$ cat src/verilog/vlc_pkg.sv
package vlc_pkg;

	////////////////////////////////////////////////////////////
	// Table dimensions
	////////////////////////////////////////////////////////////

	// Deflate limit on code length
	localparam int MAX_BITS    = 15;
	localparam int SYMBOL_W    = 8;
	localparam int NUM_SYMBOLS = 1 << SYMBOL_W;
	localparam int BL_COUNT_W  = 9;

	// Entry fields, MSB first: length, overflow, code
	localparam int LEN_W       = 4;
	localparam int CODE_W      = 15;
	localparam int ENTRY_W     = LEN_W + 1 + CODE_W;

	////////////////////////////////////////////////////////////
	// Types
	////////////////////////////////////////////////////////////

	// Length 0 marks an illegal entry
	typedef logic [LEN_W-1:0]      code_len_t;
	typedef logic [BL_COUNT_W-1:0] bl_count_t;
	typedef logic [SYMBOL_W-1:0]   symbol_t;

	// Top bit is the carry out of the 15-bit code, i.e. overflow
	typedef logic [CODE_W:0]       next_code_t;

	typedef logic [ENTRY_W-1:0]    vlc_entry_t;

	// Controller states
	typedef enum logic [2:0]
	{
		IDLE,
		NEXT_CODE_INIT,
		BLCNT_SEEK,
		HEAP_READ,
		VLC_GEN,
		DONE
	} gen_state_t;

endpackage

$ cat src/verilog/next_code_calc.sv
`timescale 1ns/1ns

module next_code_calc import vlc_pkg::*;
(
	input  logic       clk,
	input  logic       rstN,
	// One step per init_en cycle, count of the previous length
	input  logic       init_en,
	input  bl_count_t  init_count,
	// Read side
	input  code_len_t  nc_len,
	output next_code_t next_code
);

	// Length the next step writes
	code_len_t  step_idx;
	// next_code of the length written last
	next_code_t acc;
	next_code_t step_value;
	next_code_t nc_reg [1:MAX_BITS];

	////////////////////////////////////////////////////////////
	// Step value
	////////////////////////////////////////////////////////////

	// next_code[1] is always zero, whatever count comes in
	always_comb
	begin
		if (step_idx == code_len_t'(1))
			step_value = '0;
		else
			step_value = (acc + next_code_t'(init_count)) << 1;
	end

	////////////////////////////////////////////////////////////
	// Step index
	////////////////////////////////////////////////////////////

	// Back to length 1 as soon as a step run ends
	always_ff @(posedge clk or negedge rstN)
	begin
		if (!rstN)
			step_idx <= code_len_t'(1);
		else if (init_en)
			step_idx <= step_idx + code_len_t'(1);
		else
			step_idx <= code_len_t'(1);
	end

	// Accumulator and per-length registers
	always_ff @(posedge clk)
	begin
		if (init_en)
		begin
			acc <= step_value;
			nc_reg[step_idx] <= step_value;
		end
	end

	// Length 0 has no code
	always_comb
	begin
		if (nc_len == '0)
			next_code = '0;
		else
			next_code = nc_reg[nc_len];
	end

endmodule

$ cat config.mk
export PLATFORM = sky130hd
export DESIGN_NAME = next_code_calc
export DESIGN_NICKNAME = d
export VERILOG_FILES = /design/src/verilog/vlc_pkg.sv /design/src/verilog/next_code_calc.sv
export SDC_FILE = /design/constraint.sdc
export NUM_CORES = 1
export LEC_CHECK = 0
export BUFFER_PORTS_ARGS = -buffer_cell sky130_fd_sc_hd__buf_2
export CAP_MARGIN = 10
export CORE_ASPECT_RATIO = 0.9
export CORE_MARGIN = 5
export CORE_UTILIZATION = 50
export DETAILED_ROUTE_END_ITERATION = 7
export PLACE_DENSITY = 0.66
export SYNTH_ARGS = -nofsm -noshare
export SYNTH_HDL_FRONTEND = slang
export SYNTH_SLANG_ARGS = --single-unit
$ cat constraint.sdc
create_clock -name clk -period 2.8 [get_ports clk]
set_input_delay 0.28 -clock clk [delete_from_list [all_inputs] [get_ports clk]]
set_output_delay 0.28 -clock clk [all_outputs]
set_load 0.1 [all_outputs]
==> flow_summary.ini <==
[run_status]
outcome = completed

[setup_path]
cp-start-kind = flip-flop
slowest_delay_ns = 0.42
cp_slowest_cell = fa_1
critPathRequiredTime_ns = 3.10
path_class = reg -> reg
cp-end-kind = flip-flop
crit_fanout = 16
timing.rr.end = nc_reg[3][14]
path_cells = ha_1 > fa_1 > a21o_1 > a221oi_1 > buf_4 > o21ai_1 > buf_4 > a31oi_1 > a41o_2
ff2ff_path_depth = 9
r2r_slack_ns = 0.19
cp-startpoint = acc[1]
crit_path_end = nc_reg[3][14]
reg2reg_from = acc[1]
arrival_ns = 2.91
timing.critical_path.mode_cell = buf_4

[die]
die_w_um = 158
coreArea_um2 = 19300
die_height_um = 144
start_util = 0.512
die-area_um2 = 22700
rows = 48
io-pin-count = 32

[synthesis]
async_reset_ff_frac = 0.0165
seq_area_frac_synth = 0.734
yosys_register_bits = 243
syn_nets = 558
synth-edff-count = 239
synth_cells = 529
synth_cell_types = 41
syn-cell-area_um2 = 9910
yosysWarnings = 0
synth.avg_cell_area_um2 = 18.7
synth_flop_cell = edfxtp_1

[grt]
grt_use_total = 0.194
antenna_found_initial = 0
first_global_vias = 5481
overflow = 0
grt_max_degree = 34
grt_pass1_wl_mm = 32.5

[finish]
drive_above_1_share = 0.268
largest_register_ffs = 225
nets = 635
areaGrowthSynthToFinish_pct = 17.6
fillCellCount = 1397
mostFrequentLayoutCell = edfxtp_1
layout_common_cells = edfxtp_1 (239), buf_4 (46), mux4_2 (31)
antenna_cells = 0
final_area_um2 = 11700

[detailed_routing]
via_per_inst = 5.99
wl_mm = 21.4
route.detailed.drc = 0
drt-initial-drc-count = 404
drtAntennaViolNets = 0
vias = 5223
wire_per_inst_um = 24.5
drtPass1Iterations = 5

[timing]
clock_skew_ns = 0.0142
hold_slack_ns = 0.104
fmax_mhz = 384
fin_tns_setup_ns = 0
setup_viol = 0
hold_viol = 0
maxSlewHeadroom = 0.374
post-route-period-util = 0.931
min_period_ns = 2.61
slew_violations = 0
worst_pin_slew_ns = 0.935
rsz0062_at_grt = false

[cts]
cts_tree = done
clk_pin_slew_worst_paths_ns = 0.06
cts_max_level = 1
clock_path_buffers = 3
root_buffer = clkbuf_16
numCtsBuffers = 25
cts_setup_buffers = 0
clock_latency_ns = 0.51
cts_sinks = 243

[placement]
portBuffers = 30
place_area_um2 = 10800
dp_hpwl_mm = 12.6
routabilityCongestion = 0.798

[flow_run]
drv_cap = 0

[pwr]
power.total_uw = 8870
peakVddDrop_uv = 502
p_per_area_nw_per_um2 = 762
p_leak_uw = 0.00407

[worst_hold_path]
hp-class = in -> async
## cell families (layout without fill, tap and decap cells)
| group | after synthesis | in the layout | share of synthesized area |
|---|---|---|---|
| other cells | 1 | 1 | 0.000378 |
| simple gates | 89 | 89 | 0.0427 |
| fa+ha+maj | 13 | 13 | 0.0172 |
| buf+inv | 32 | 125 | 0.0170 |
| mux | 75 | 75 | 0.140 |
| compound gates | 68 | 68 | 0.0415 |
| flops | 243 | 243 | 0.734 |
| xor+xnor | 8 | 8 | 0.00707 |
## how the worst min path moves through the flow
stage	cells after the start	startpoint	to	slack, ns
after global routing	2	rstN	step_idx[2]	0.11
after floorplan	0	rstN	step_idx[1]	-0.02
final	2	rstN	step_idx[2]	0.10
after CTS	2	rstN	step_idx[2]	0.09
after detailed placement	1	rstN	step_idx[2]	0.09
after global placement	1	rstN	step_idx[2]	0.09
## layout make-up
type | instances | area [um^2] | share of cell area
Tap cell | 250 | 313 | 0.0268
Timing Repair Buffer | 78 | 766 | 0.0657
Clock buffer | 31 | 648 | 0.0556
Inverter | 4 | 15.0 | 0.00129
Multi-Input combinational cell | 254 | 2500 | 0.215
Sequential cell | 243 | 7280 | 0.625
Clock inverter | 12 | 133 | 0.0114
## layer usage
metal | share of wire | track usage
met2 | 0.47 | 0.308
met1 | 0.43 | 0.282
met3 | 0.071 | 0.0394
met4 | 0.026 | 0.0480
met5 | 0 | 0
## worst max-delay path, delay by kind of cell (launching register included)
family	cells	cell delay, ns
buffers and inverters	2	0.35
AOI/OAI and AO/OA	5	1.06
DFF	1	0.36
adders and majority gates	2	0.64
## cell usage after synthesis, drive strengths merged (2+ instances only)
cell    instances  area (um^2)
edfxtp        239         7180
mux4           45         1070
nor2           29          109
nand2          24         90.1
a21oi          23          115
o21ai          19         95.1
clkbuf         18         67.6
a211oi         16          120
mux2           15          169
mux2i          15          150
ha             12          150
buf            10         86.3
and3            9         56.3
and2            7         43.8
inv             4         15.0
nand3           4         20.0
xnor2           4         35.0
xor2            4         35.0
dfrtp           3         75.1
nand2b          3         18.8
nor3b           3         22.5
or3             3         18.8
a21o            2         15.0
a31oi           2         12.5
a41o            2         20.0
nor3            2         10.0
or2             2         12.5
## power by group
group,internal [uW],total (uW),switching (uW)
Combinational,418,1260,846
Clock,1910,3170,1260
Sequential,4390,4440,54.5
## per-stage QoR
| step | setup WS, ns | instances | utilization |
|---|---|---|---|
| global route | 0.0313 | 872 | 0.603 |
| global placement | -0.0522 | 828 | 0.561 |
| detailed placement | -0.153 | 828 | 0.561 |
| finish | 0.194 | 872 | 0.603 |
| CTS | 0.0114 | 872 | 0.602 |
| floorplan | 0.0288 | 529 | - |
## timing repair
item | 4_1_cts | 5_1_grt
pin swaps | 0 | 0
resized for setup | 2 | 4
hold buffers | 1 | 0
endpoints found under the setup margin | 32 | 64
endpoints found under the hold margin | 4 | 0
(Power assumes the default switching activity.)
