**src/verilog/vlc_pkg.sv**
```systemverilog
package vlc_pkg;

	////////////////////////////////////////////////////////////
	// Table dimensions
	////////////////////////////////////////////////////////////

	// Deflate limit on code length
	localparam int MAX_BITS    = 15;
	localparam int SYMBOL_W    = 8;
	localparam int NUM_SYMBOLS = 1 << SYMBOL_W;
	localparam int BL_COUNT_W  = 9;

	// Entry fields, MSB first: length, overflow, code
	localparam int LEN_W       = 4;
	localparam int CODE_W      = 15;
	localparam int ENTRY_W     = LEN_W + 1 + CODE_W;

	////////////////////////////////////////////////////////////
	// Types
	////////////////////////////////////////////////////////////

	// Length 0 marks an illegal entry
	typedef logic [LEN_W-1:0]      code_len_t;
	typedef logic [BL_COUNT_W-1:0] bl_count_t;
	typedef logic [SYMBOL_W-1:0]   symbol_t;

	// Top bit is the carry out of the 15-bit code, i.e. overflow
	typedef logic [CODE_W:0]       next_code_t;

	typedef logic [ENTRY_W-1:0]    vlc_entry_t;

	// Controller states
	typedef enum logic [2:0]
	{
		IDLE,
		NEXT_CODE_INIT,
		BLCNT_SEEK,
		HEAP_READ,
		VLC_GEN,
		DONE
	} gen_state_t;

endpackage

```
**src/verilog/code_assigner.sv**
```systemverilog
`timescale 1ns/1ns

module code_assigner import vlc_pkg::*;
(
	input  logic       clk,
	input  logic       rstN,
	// Host handshake
	input  logic       start,
	output logic       done,
	// Histogram table, combinational read
	output code_len_t  bl_cnt_addr,
	input  bl_count_t  bl_cnt_data,
	// Heap FIFO, data follows the read by one cycle
	input  logic       heap_empty,
	output logic       heap_rd,
	input  symbol_t    heap_sym,
	// next_code block
	output logic       init_en,
	output bl_count_t  init_count,
	output code_len_t  nc_len,
	input  next_code_t next_code,
	// VLC table
	output logic       tbl_clear,
	output logic       tbl_we,
	output symbol_t    tbl_waddr,
	output vlc_entry_t tbl_wdata,
	output logic       lookup_en
);

	gen_state_t state;
	gen_state_t next_state;

	// Length under scan, also the init walk index
	code_len_t  scan_len;
	// Symbols left at this length
	bl_count_t  sub_cnt;
	// Code for the next symbol, counts down
	next_code_t code_cnt;

	logic       start_ok;
	logic       last_len;
	logic       seek_hit;

	assign start_ok = start && ((state == IDLE) || (state == DONE));
	assign last_len = (scan_len == code_len_t'(MAX_BITS));
	assign seek_hit = (bl_cnt_data != '0);

	////////////////////////////////////////////////////////////
	// FSM
	////////////////////////////////////////////////////////////

	always_ff @(posedge clk or negedge rstN)
	begin
		if (!rstN)
			state <= IDLE;
		else
			state <= next_state;
	end

	always_comb
	begin
		next_state = state;
		case (state)
			IDLE, DONE:
				if (start)
					next_state = NEXT_CODE_INIT;
			NEXT_CODE_INIT:
				if (last_len)
					next_state = BLCNT_SEEK;
			BLCNT_SEEK:
			begin
				if (seek_hit)
					next_state = HEAP_READ;
				else if (last_len)
					next_state = DONE;
			end
			HEAP_READ:
				// Hold while the FIFO is empty
				if (!heap_empty)
					next_state = VLC_GEN;
			VLC_GEN:
			begin
				if (sub_cnt > bl_count_t'(1))
					next_state = HEAP_READ;
				else if (last_len)
					next_state = DONE;
				else
					next_state = BLCNT_SEEK;
			end
			default:
				next_state = IDLE;
		endcase
	end

	////////////////////////////////////////////////////////////
	// Counters
	////////////////////////////////////////////////////////////

	always_ff @(posedge clk or negedge rstN)
	begin
		if (!rstN)
		begin
			scan_len <= code_len_t'(1);
			sub_cnt  <= '0;
			code_cnt <= '0;
		end
		else if (start_ok)
		begin
			scan_len <= code_len_t'(1);
			sub_cnt  <= '0;
			code_cnt <= '0;
		end
		else
		begin
			case (state)
				NEXT_CODE_INIT:
					// Rewind for the seek once all lengths are stored
					scan_len <= last_len ? code_len_t'(1) : scan_len + code_len_t'(1);
				BLCNT_SEEK:
				begin
					if (seek_hit)
					begin
						sub_cnt  <= bl_cnt_data;
						// Highest code first, the FIFO gives lowest length first
						code_cnt <= next_code + next_code_t'(bl_cnt_data) - next_code_t'(1);
					end
					else if (!last_len)
						scan_len <= scan_len + code_len_t'(1);
				end
				VLC_GEN:
				begin
					sub_cnt  <= sub_cnt - bl_count_t'(1);
					code_cnt <= code_cnt - next_code_t'(1);
					if ((sub_cnt == bl_count_t'(1)) && !last_len)
						scan_len <= scan_len + code_len_t'(1);
				end
				default:
					scan_len <= scan_len;
			endcase
		end
	end

	////////////////////////////////////////////////////////////
	// Outputs
	////////////////////////////////////////////////////////////

	// Init reads the count one length below the one being stored
	assign bl_cnt_addr = (state == NEXT_CODE_INIT) ? scan_len - code_len_t'(1) : scan_len;

	assign init_en    = (state == NEXT_CODE_INIT);
	assign init_count = bl_cnt_data;
	assign nc_len     = scan_len;

	assign heap_rd    = (state == HEAP_READ) && !heap_empty;

	assign tbl_clear  = start_ok;
	assign tbl_we     = (state == VLC_GEN);
	assign tbl_waddr  = heap_sym;
	assign tbl_wdata  = {scan_len, code_cnt};

	assign done       = (state == DONE);
	assign lookup_en  = (state == DONE);

endmodule

```
**config.mk**
```make
export PLATFORM = sky130hd
export DESIGN_NAME = code_assigner
export DESIGN_NICKNAME = d
export VERILOG_FILES = /design/src/verilog/vlc_pkg.sv /design/src/verilog/code_assigner.sv
export SDC_FILE = /design/constraint.sdc
export NUM_CORES = 1
export LEC_CHECK = 0
export BUFFER_PORTS_ARGS = -buffer_cell sky130_fd_sc_hd__buf_2
export CORE_UTILIZATION = 49
export DETAILED_ROUTE_END_ITERATION = 10
export PLACE_DENSITY = 0.78
export SETUP_SLACK_MARGIN = 0.1
export SYNTH_ARGS = -nofsm -noshare
export SYNTH_HDL_FRONTEND = slang
export SYNTH_SLANG_ARGS = --single-unit
```
**constraint.sdc**
```tcl
create_clock -name clk -period 1.8 [get_ports clk]
set_input_delay 0.36 -clock clk [delete_from_list [all_inputs] [get_ports clk]]
set_output_delay 0.36 -clock clk [all_outputs]
set_load 0.03 [all_outputs]
```
==> out/results.ini, run 1 <==
[die]
chipWidth_um=83.2
dieArea_sq_um=6920
start_util=0.509
ioPinCount=88
num_rows=29
fp.dieH_um=83.2
core_area_sq_um=6350

[route]
antenna_left=0
viasPerCell=6.60
drc=0
route.vias.total=4462
drt_iter0_markers=771
wl_per_cell_um=22.8
wl_mm=15.4
firstDrtPassIters=6

[global_route]
first_global_vias=4051
met3_usage=0.0577
antenna_found_initial=0
grt_use_met1=0.425
grt_pass1_wl_mm=19.6
grt_usage=0.356
busiest_layer=met2
use_met2=0.608
grt_max_degree=33
overflow=0

[synthesis]
synth_area_leaders=dfrtp_1 (24%), ha_1 (11%), o21ai_0 (6.7%), inv_1 (6.4%), buf_4 (5.3%)
synth_warnings=0
seq_area_frac_synth=0.248
avgSynthCellArea_sq_um=7.66
synth_ff_type=dfrtp_1
synth_edf_count=0
synthArstFlopShare=1.00
ys_ff_latch=32
synth_top_cell_by_area=dfrtp_1
netlist_area_sq_um=3230
synth_top_area_frac=0.240
synth_nets=488
synth_cell_types=56
synthCells=422

[cts]
clock-root-buffer=clkbuf_8
cts_hold_buf=0
clk_pin_slew_ps=90
cts_sinks=32
htree_num_levels=2
cts_max_path_buffers=2
cts_tree=done
clock_latency_ps=310
numCtsBuffers=5

[pwr]
seqPwrFrac=0.155
p_int_mw=4.83
cellPowerDensity_nw_per_um2=1730
power.leakage_nw=2.64
power_mw=9.62
p_comb_frac=0.761
irDropWorstVdd_v=0.00201
p_switching_mw=4.79
netSwitchingFraction=0.498
clockPowerShare=0.083

[placement]
dp.final_hpwl_mm=7.58
gp_congestion=0.938
io_buffers=71
place_ws_ps=-867

[timing]
fin_ws_ps=-787
slew_violations=0
fin_skew_ps=15.8
rsz0062_at_grt=true
hold_viol=0
finalSetupTns_ps=-7480
tightest_slew_ps=629
min_period_ps=2590
fmax_mhz=387
max_slew_margin=0.579
post-route-period-util=1.44
setup_viol=33
whs_ps=76.0

[min_path]
hold_path.class=in -> async

[critical_path]
worstPathMaxFanout=3
worstRegToRegCells=8
worstSetupPathType=in -> reg
cp-end-kind=register
arrival_ps=2830
start_kind=input port
worstPathRequired_ps=2040

[status]
violations=negative setup slack
status=finished with violations

[cells_and_area]
synthToLayoutAreaGrowth_pct=71.6
drive_gt1_frac=0.558
nNetsFinal=664
post-route-util=0.873
n_antenna_cell=0

[run]
maxCapViolCount=0

## cells in the mapped netlist (all sizes together), types with 8 or more instances
| master | number |
|---|---|
| a21oi | 28 |
| buf | 25 |
| clkbuf | 9 |
| dfrtp | 31 |
| ha | 28 |
| inv | 55 |
| nand2 | 31 |
| nand3 | 14 |
| nor2 | 32 |
| nor3 | 11 |
| o21ai | 44 |
| o221ai | 8 |
| xnor2 | 9 |
| xor2 | 8 |
## state kept, by name, indices dropped and copies added (netlist names)
| register | flops |
|---|---|
| sub_cnt | 9 |
| nc_len | 4 |
| state | 3 |
| code_cnt | 16 |
## what timing repair did
action / CTS / global route
resized for setup: 111 / 71
pin swaps: 47 / 48
endpoints found under the setup margin: 33 / 42
setup buffers: 26 / 20
## path summary, 6_finish.rpt
check / start / slack (ps) / to
worst min register to register: sub_cnt[7]$_DFFE_PN0P_ / 570 / sub_cnt[7]$_DFFE_PN0P_
max in group asynchronous: rstN / 1360 / nc_len[0]$_DFFE_PN1P_
worst max-delay path: bl_cnt_data[1] / -790 / code_cnt[15]$_DFFE_PN0P_
min in group clk: bl_cnt_data[1] / 450 / sub_cnt[1]$_DFFE_PN0P_
worst max register to register: code_cnt[0]$_DFFE_PN0P_ / -330 / code_cnt[10]$_DFFE_PN0P_
worst min-delay path: rstN / 80 / code_cnt[10]$_DFFE_PN0P_
## critical path, cell delays in order
cell      delay [ps]
buf_8             90
inv_8             30
ha_4             250
inv_2             40
ha_4             150
fa_2             380
a21oi_4          170
o211ai_1         120
a31oi_1          310
buf_4            190
o21ai_2           70
o41ai_2          480
nand3b_1         200
## kinds of logic after synthesis
family / Yosys count / share of synthesized area
xor+xnor: 17 / 0.0461
simple gates: 131 / 0.222
compound gates: 123 / 0.237
flops: 32 / 0.248
buf+inv: 90 / 0.132
fa+ha+maj: 29 / 0.115
## through the flow
stage | std cells | instance area [sq um]
after CTS | 659 | 5150
after global routing | 676 | 5550
after floorplan | 422 | 3540
after detailed placement | 625 | 4430
final | 676 | 5550
after global placement | 625 | 4430
## power groups by stage
stage          clock network (mW)  registers [mW]  logic [mW]
6_report                    0.799            1.49        7.32
5_1_grt                     0.822            1.50        7.65
4_1_cts                     0.773            1.37        6.03
3_5_place_dp                    0            1.39        4.98
3_3_place_gp                    0            1.38        4.85
2_1_floorplan                   0            1.80        2.82
## per-layer routing
layer,vias up,share of wire
li1,1814,-
met1,2029,0.33
met2,456,0.46
met3,163,0.11
met4,0,0.096
met5,-,0
## cell type report
type | instances | area (sq um)
clock inverters | 1 | 30.0
fillers | 271 | 805
well taps | 77 | 96.3
flip-flops and latches | 32 | 805
inverters | 56 | 273
repair buffers | 203 | 1590
clock buffers | 7 | 96.3
multi-input cells | 300 | 2660
## placed cells by master, fill, tap and decap left out, types with 3 or more instances in the layout
master,count
ha_2,4
or3_4,3
dfrtp_1,29
or2_4,3
nand2b_4,3
inv_2,12
o211ai_1,4
buf_2,55
buf_6,37
nor3_2,3
a21oi_1,23
inv_1,36
xnor2_1,5
nor3b_2,3
clkbuf_8,7
inv_6,3
buf_12,4
nor2_2,5
a31oi_4,5
nor3_1,7
buf_4,105
inv_8,3
ha_4,9
a21o_1,6
a21oi_2,4
nor2_1,27
nor4_4,5
xor2_1,7
or3_1,4
o21ai_0,9
ha_1,15
o221ai_1,7
nand3_1,10
o21ai_2,14
o21ai_1,19
nand2_1,29
nand3b_1,4
(Power assumes the default switching activity.)
==> run 2, diff against run 1 <==
--- a/config.mk
+++ b/config.mk
@@ -6,9 +6,8 @@
 export NUM_CORES = 1
 export LEC_CHECK = 0
 export BUFFER_PORTS_ARGS = -buffer_cell sky130_fd_sc_hd__buf_2
-export CORE_UTILIZATION = 49
+export CORE_UTILIZATION = 30
 export DETAILED_ROUTE_END_ITERATION = 10
-export PLACE_DENSITY = 0.78
 export SETUP_SLACK_MARGIN = 0.1
 export SYNTH_ARGS = -nofsm -noshare
 export SYNTH_HDL_FRONTEND = slang
==> constraint.sdc (replaced) <==
create_clock -name clk -period 1.8 [get_ports clk]
set_input_delay 0.36 -clock clk [delete_from_list [all_inputs] [get_ports clk]]
set_output_delay 0.36 -clock clk [all_outputs]
set_load 0.02 [all_outputs]
==> out/results.ini, run 2 (synthesis gave the netlist of run 1 again) <==
[min_path]
hold_path.class=in -> async

[pwr]
cellPowerDensity_nw_per_um2=1460
power.leakage_nw=2.52
power_mw=7.76
irDropWorstVdd_v=0.000809

[cells_and_area]
synthToLayoutAreaGrowth_pct=64.6
regMostFlops=code_cnt
largest_register_ffs=16
layout_commonest_cell=buf_4
nNetsFinal=654
drive_gt1_frac=0.516
n_antenna_cell=0
layout_common_cells=buf_4 (103), buf_2 (59), inv_1 (35)

[route]
drt_iter0_markers=188
route.vias.total=3610
antenna_left=0
wl_mm=10.6
firstDrtPassIters=4
drc=0
wl_per_cell_um=14.7
viasPerCell=4.98

[die]
core_area_sq_um=10400
num_rows=37
dieArea_sq_um=11200
start_util=0.312
ioPinCount=88
chipWidth_um=106
fp.dieH_um=106

[cts]
clock-root-buffer=clkbuf_8
clock_latency_ps=290
htree_num_levels=2
numCtsBuffers=5
cts_max_path_buffers=2
clk_pin_slew_ps=70
cts_sinks=32
cts_tree=done

[timing]
max_slew_margin=0.691
fin_skew_ps=5.55
rsz0062_at_grt=true
whs_ps=113
min_period_ps=2160
post-route-period-util=1.20
slew_violations=0
fin_ws_ps=-355
fmax_mhz=464
hold_viol=0
tightest_slew_ps=463
setup_viol=24

[placement]
io_buffers=71
gp_congestion=0.831
dp.final_hpwl_mm=7.64

[global_route]
antenna_found_initial=0
grt_usage=0.186
grt_max_degree=33
use_met2=0.335
first_global_vias=3553
grt_use_met1=0.232
grt_pass1_wl_mm=16.7
busiest_layer=met2
overflow=0
met3_usage=0.0254

[critical_path]
worstPathMaxFanout=3
cp-end-kind=register
path_cells=buf_8, inv_8, ha_4, inv_2, ha_4, fa_2, a21oi_4, o211ai_1, a31oi_1, buf_4, o21ai_2, o41ai_2, nand3b_1
critical_path.max_stage_delay_ps=380
start_kind=input port
crit_family=compound AO/OA/AOI/OAI gates
cp_slowest_cell=fa_2
worstPathRequired_ps=2030
worstSetupPathType=in -> reg
arrival_ps=2380
crit_buf_inv=4
cpMostUsedCell=ha_4

[run]
maxCapViolCount=0

[status]
status=finished with violations
violations=negative setup slack

==> run 2: changes by cell type in the layout (fill, tap and decap cells not counted), sizes merged <==
cell / change
buf: -10
bufinv: -1
clkbuf: +1
==> run 2: metrics by stage <==
| step | util | setup slack (ps) | cells | area (sq um) | TNS (ps) |
|---|---|---|---|---|---|
| final | 0.513 | -355 | 725 | 5320 | -3280 |
| after global routing | 0.513 | -486 | 725 | 5320 | -5230 |
| after CTS | 0.485 | -437 | 715 | 5030 | -3200 |
| after detailed placement | 0.434 | -839 | 692 | 4510 | -10240 |
| after global placement | 0.434 | -799 | 692 | 4510 | -9230 |
| after floorplan | - | -468 | 422 | 3470 | -2660 |
==> run 2: repair_timing <==
| item | in CTS | in global routing |
|---|---|---|
| cloned | 0 | 1 |
| pin swaps | 38 | 35 |
| resized for setup | 81 | 55 |
| buffers inserted | 15 | 9 |
| endpoints found under the setup margin | 29 | 41 |
| hold buffers | 0 | 0 |
==> run 2: final timing paths <==
path | startpoint | end | slack [ps] | depth (start not counted)
setup / recovery | bl_cnt_data[1] | code_cnt[15]$_DFFE_PN0P_ | -360 | 13
hold / removal | rstN | sub_cnt[7]$_DFFE_PN0P_ | 110 | 2
setup reg to reg | code_cnt[1]$_DFFE_PN0P_ | code_cnt[13]$_DFFE_PN0P_ | -110 | 6
hold reg to reg | sub_cnt[7]$_DFFE_PN0P_ | sub_cnt[7]$_DFFE_PN0P_ | 550 | 2
max in group asynchronous | rstN | state[1]$_DFFE_PN0P_ | 1340 | 2
min in group clk | bl_cnt_data[8] | sub_cnt[8]$_DFFE_PN0P_ | 440 | 4
==> run 2: per-layer routing <==
layer,share of wire,up-vias
met2,0.52,86
met1,0.43,1726
li1,-,1786
met4,0.0087,0
met3,0.041,12
met5,0,-
==> run 2: layout make-up <==
cell class,instances,area (sq um)
clock buffer,8,90.1
fill,1021,5050
inverter,56,256
multi-input combinational,300,2550
sequential,32,803
tap,136,170
timing repair buffer,193,1450
==> run 2: where the power goes <==
| group | leakage [nW] | internal, mW | switching, mW |
|---|---|---|---|
| logic | 2.07 | 2.79 | 2.97 |
| clock network | 0.0455 | 0.312 | 0.272 |
| registers | 0.403 | 1.06 | 0.352 |
| total | 2.52 | 4.16 | 3.59 |
==> run 2: worst register-to-register path, cell delays in order, from the launching register on <==
cell and delay [ps]:
dfrtp_1 400, or4_4 580, nor4_4 160, nand2_1 110, or3_1 340, nand3_1 100, o221ai_1 100
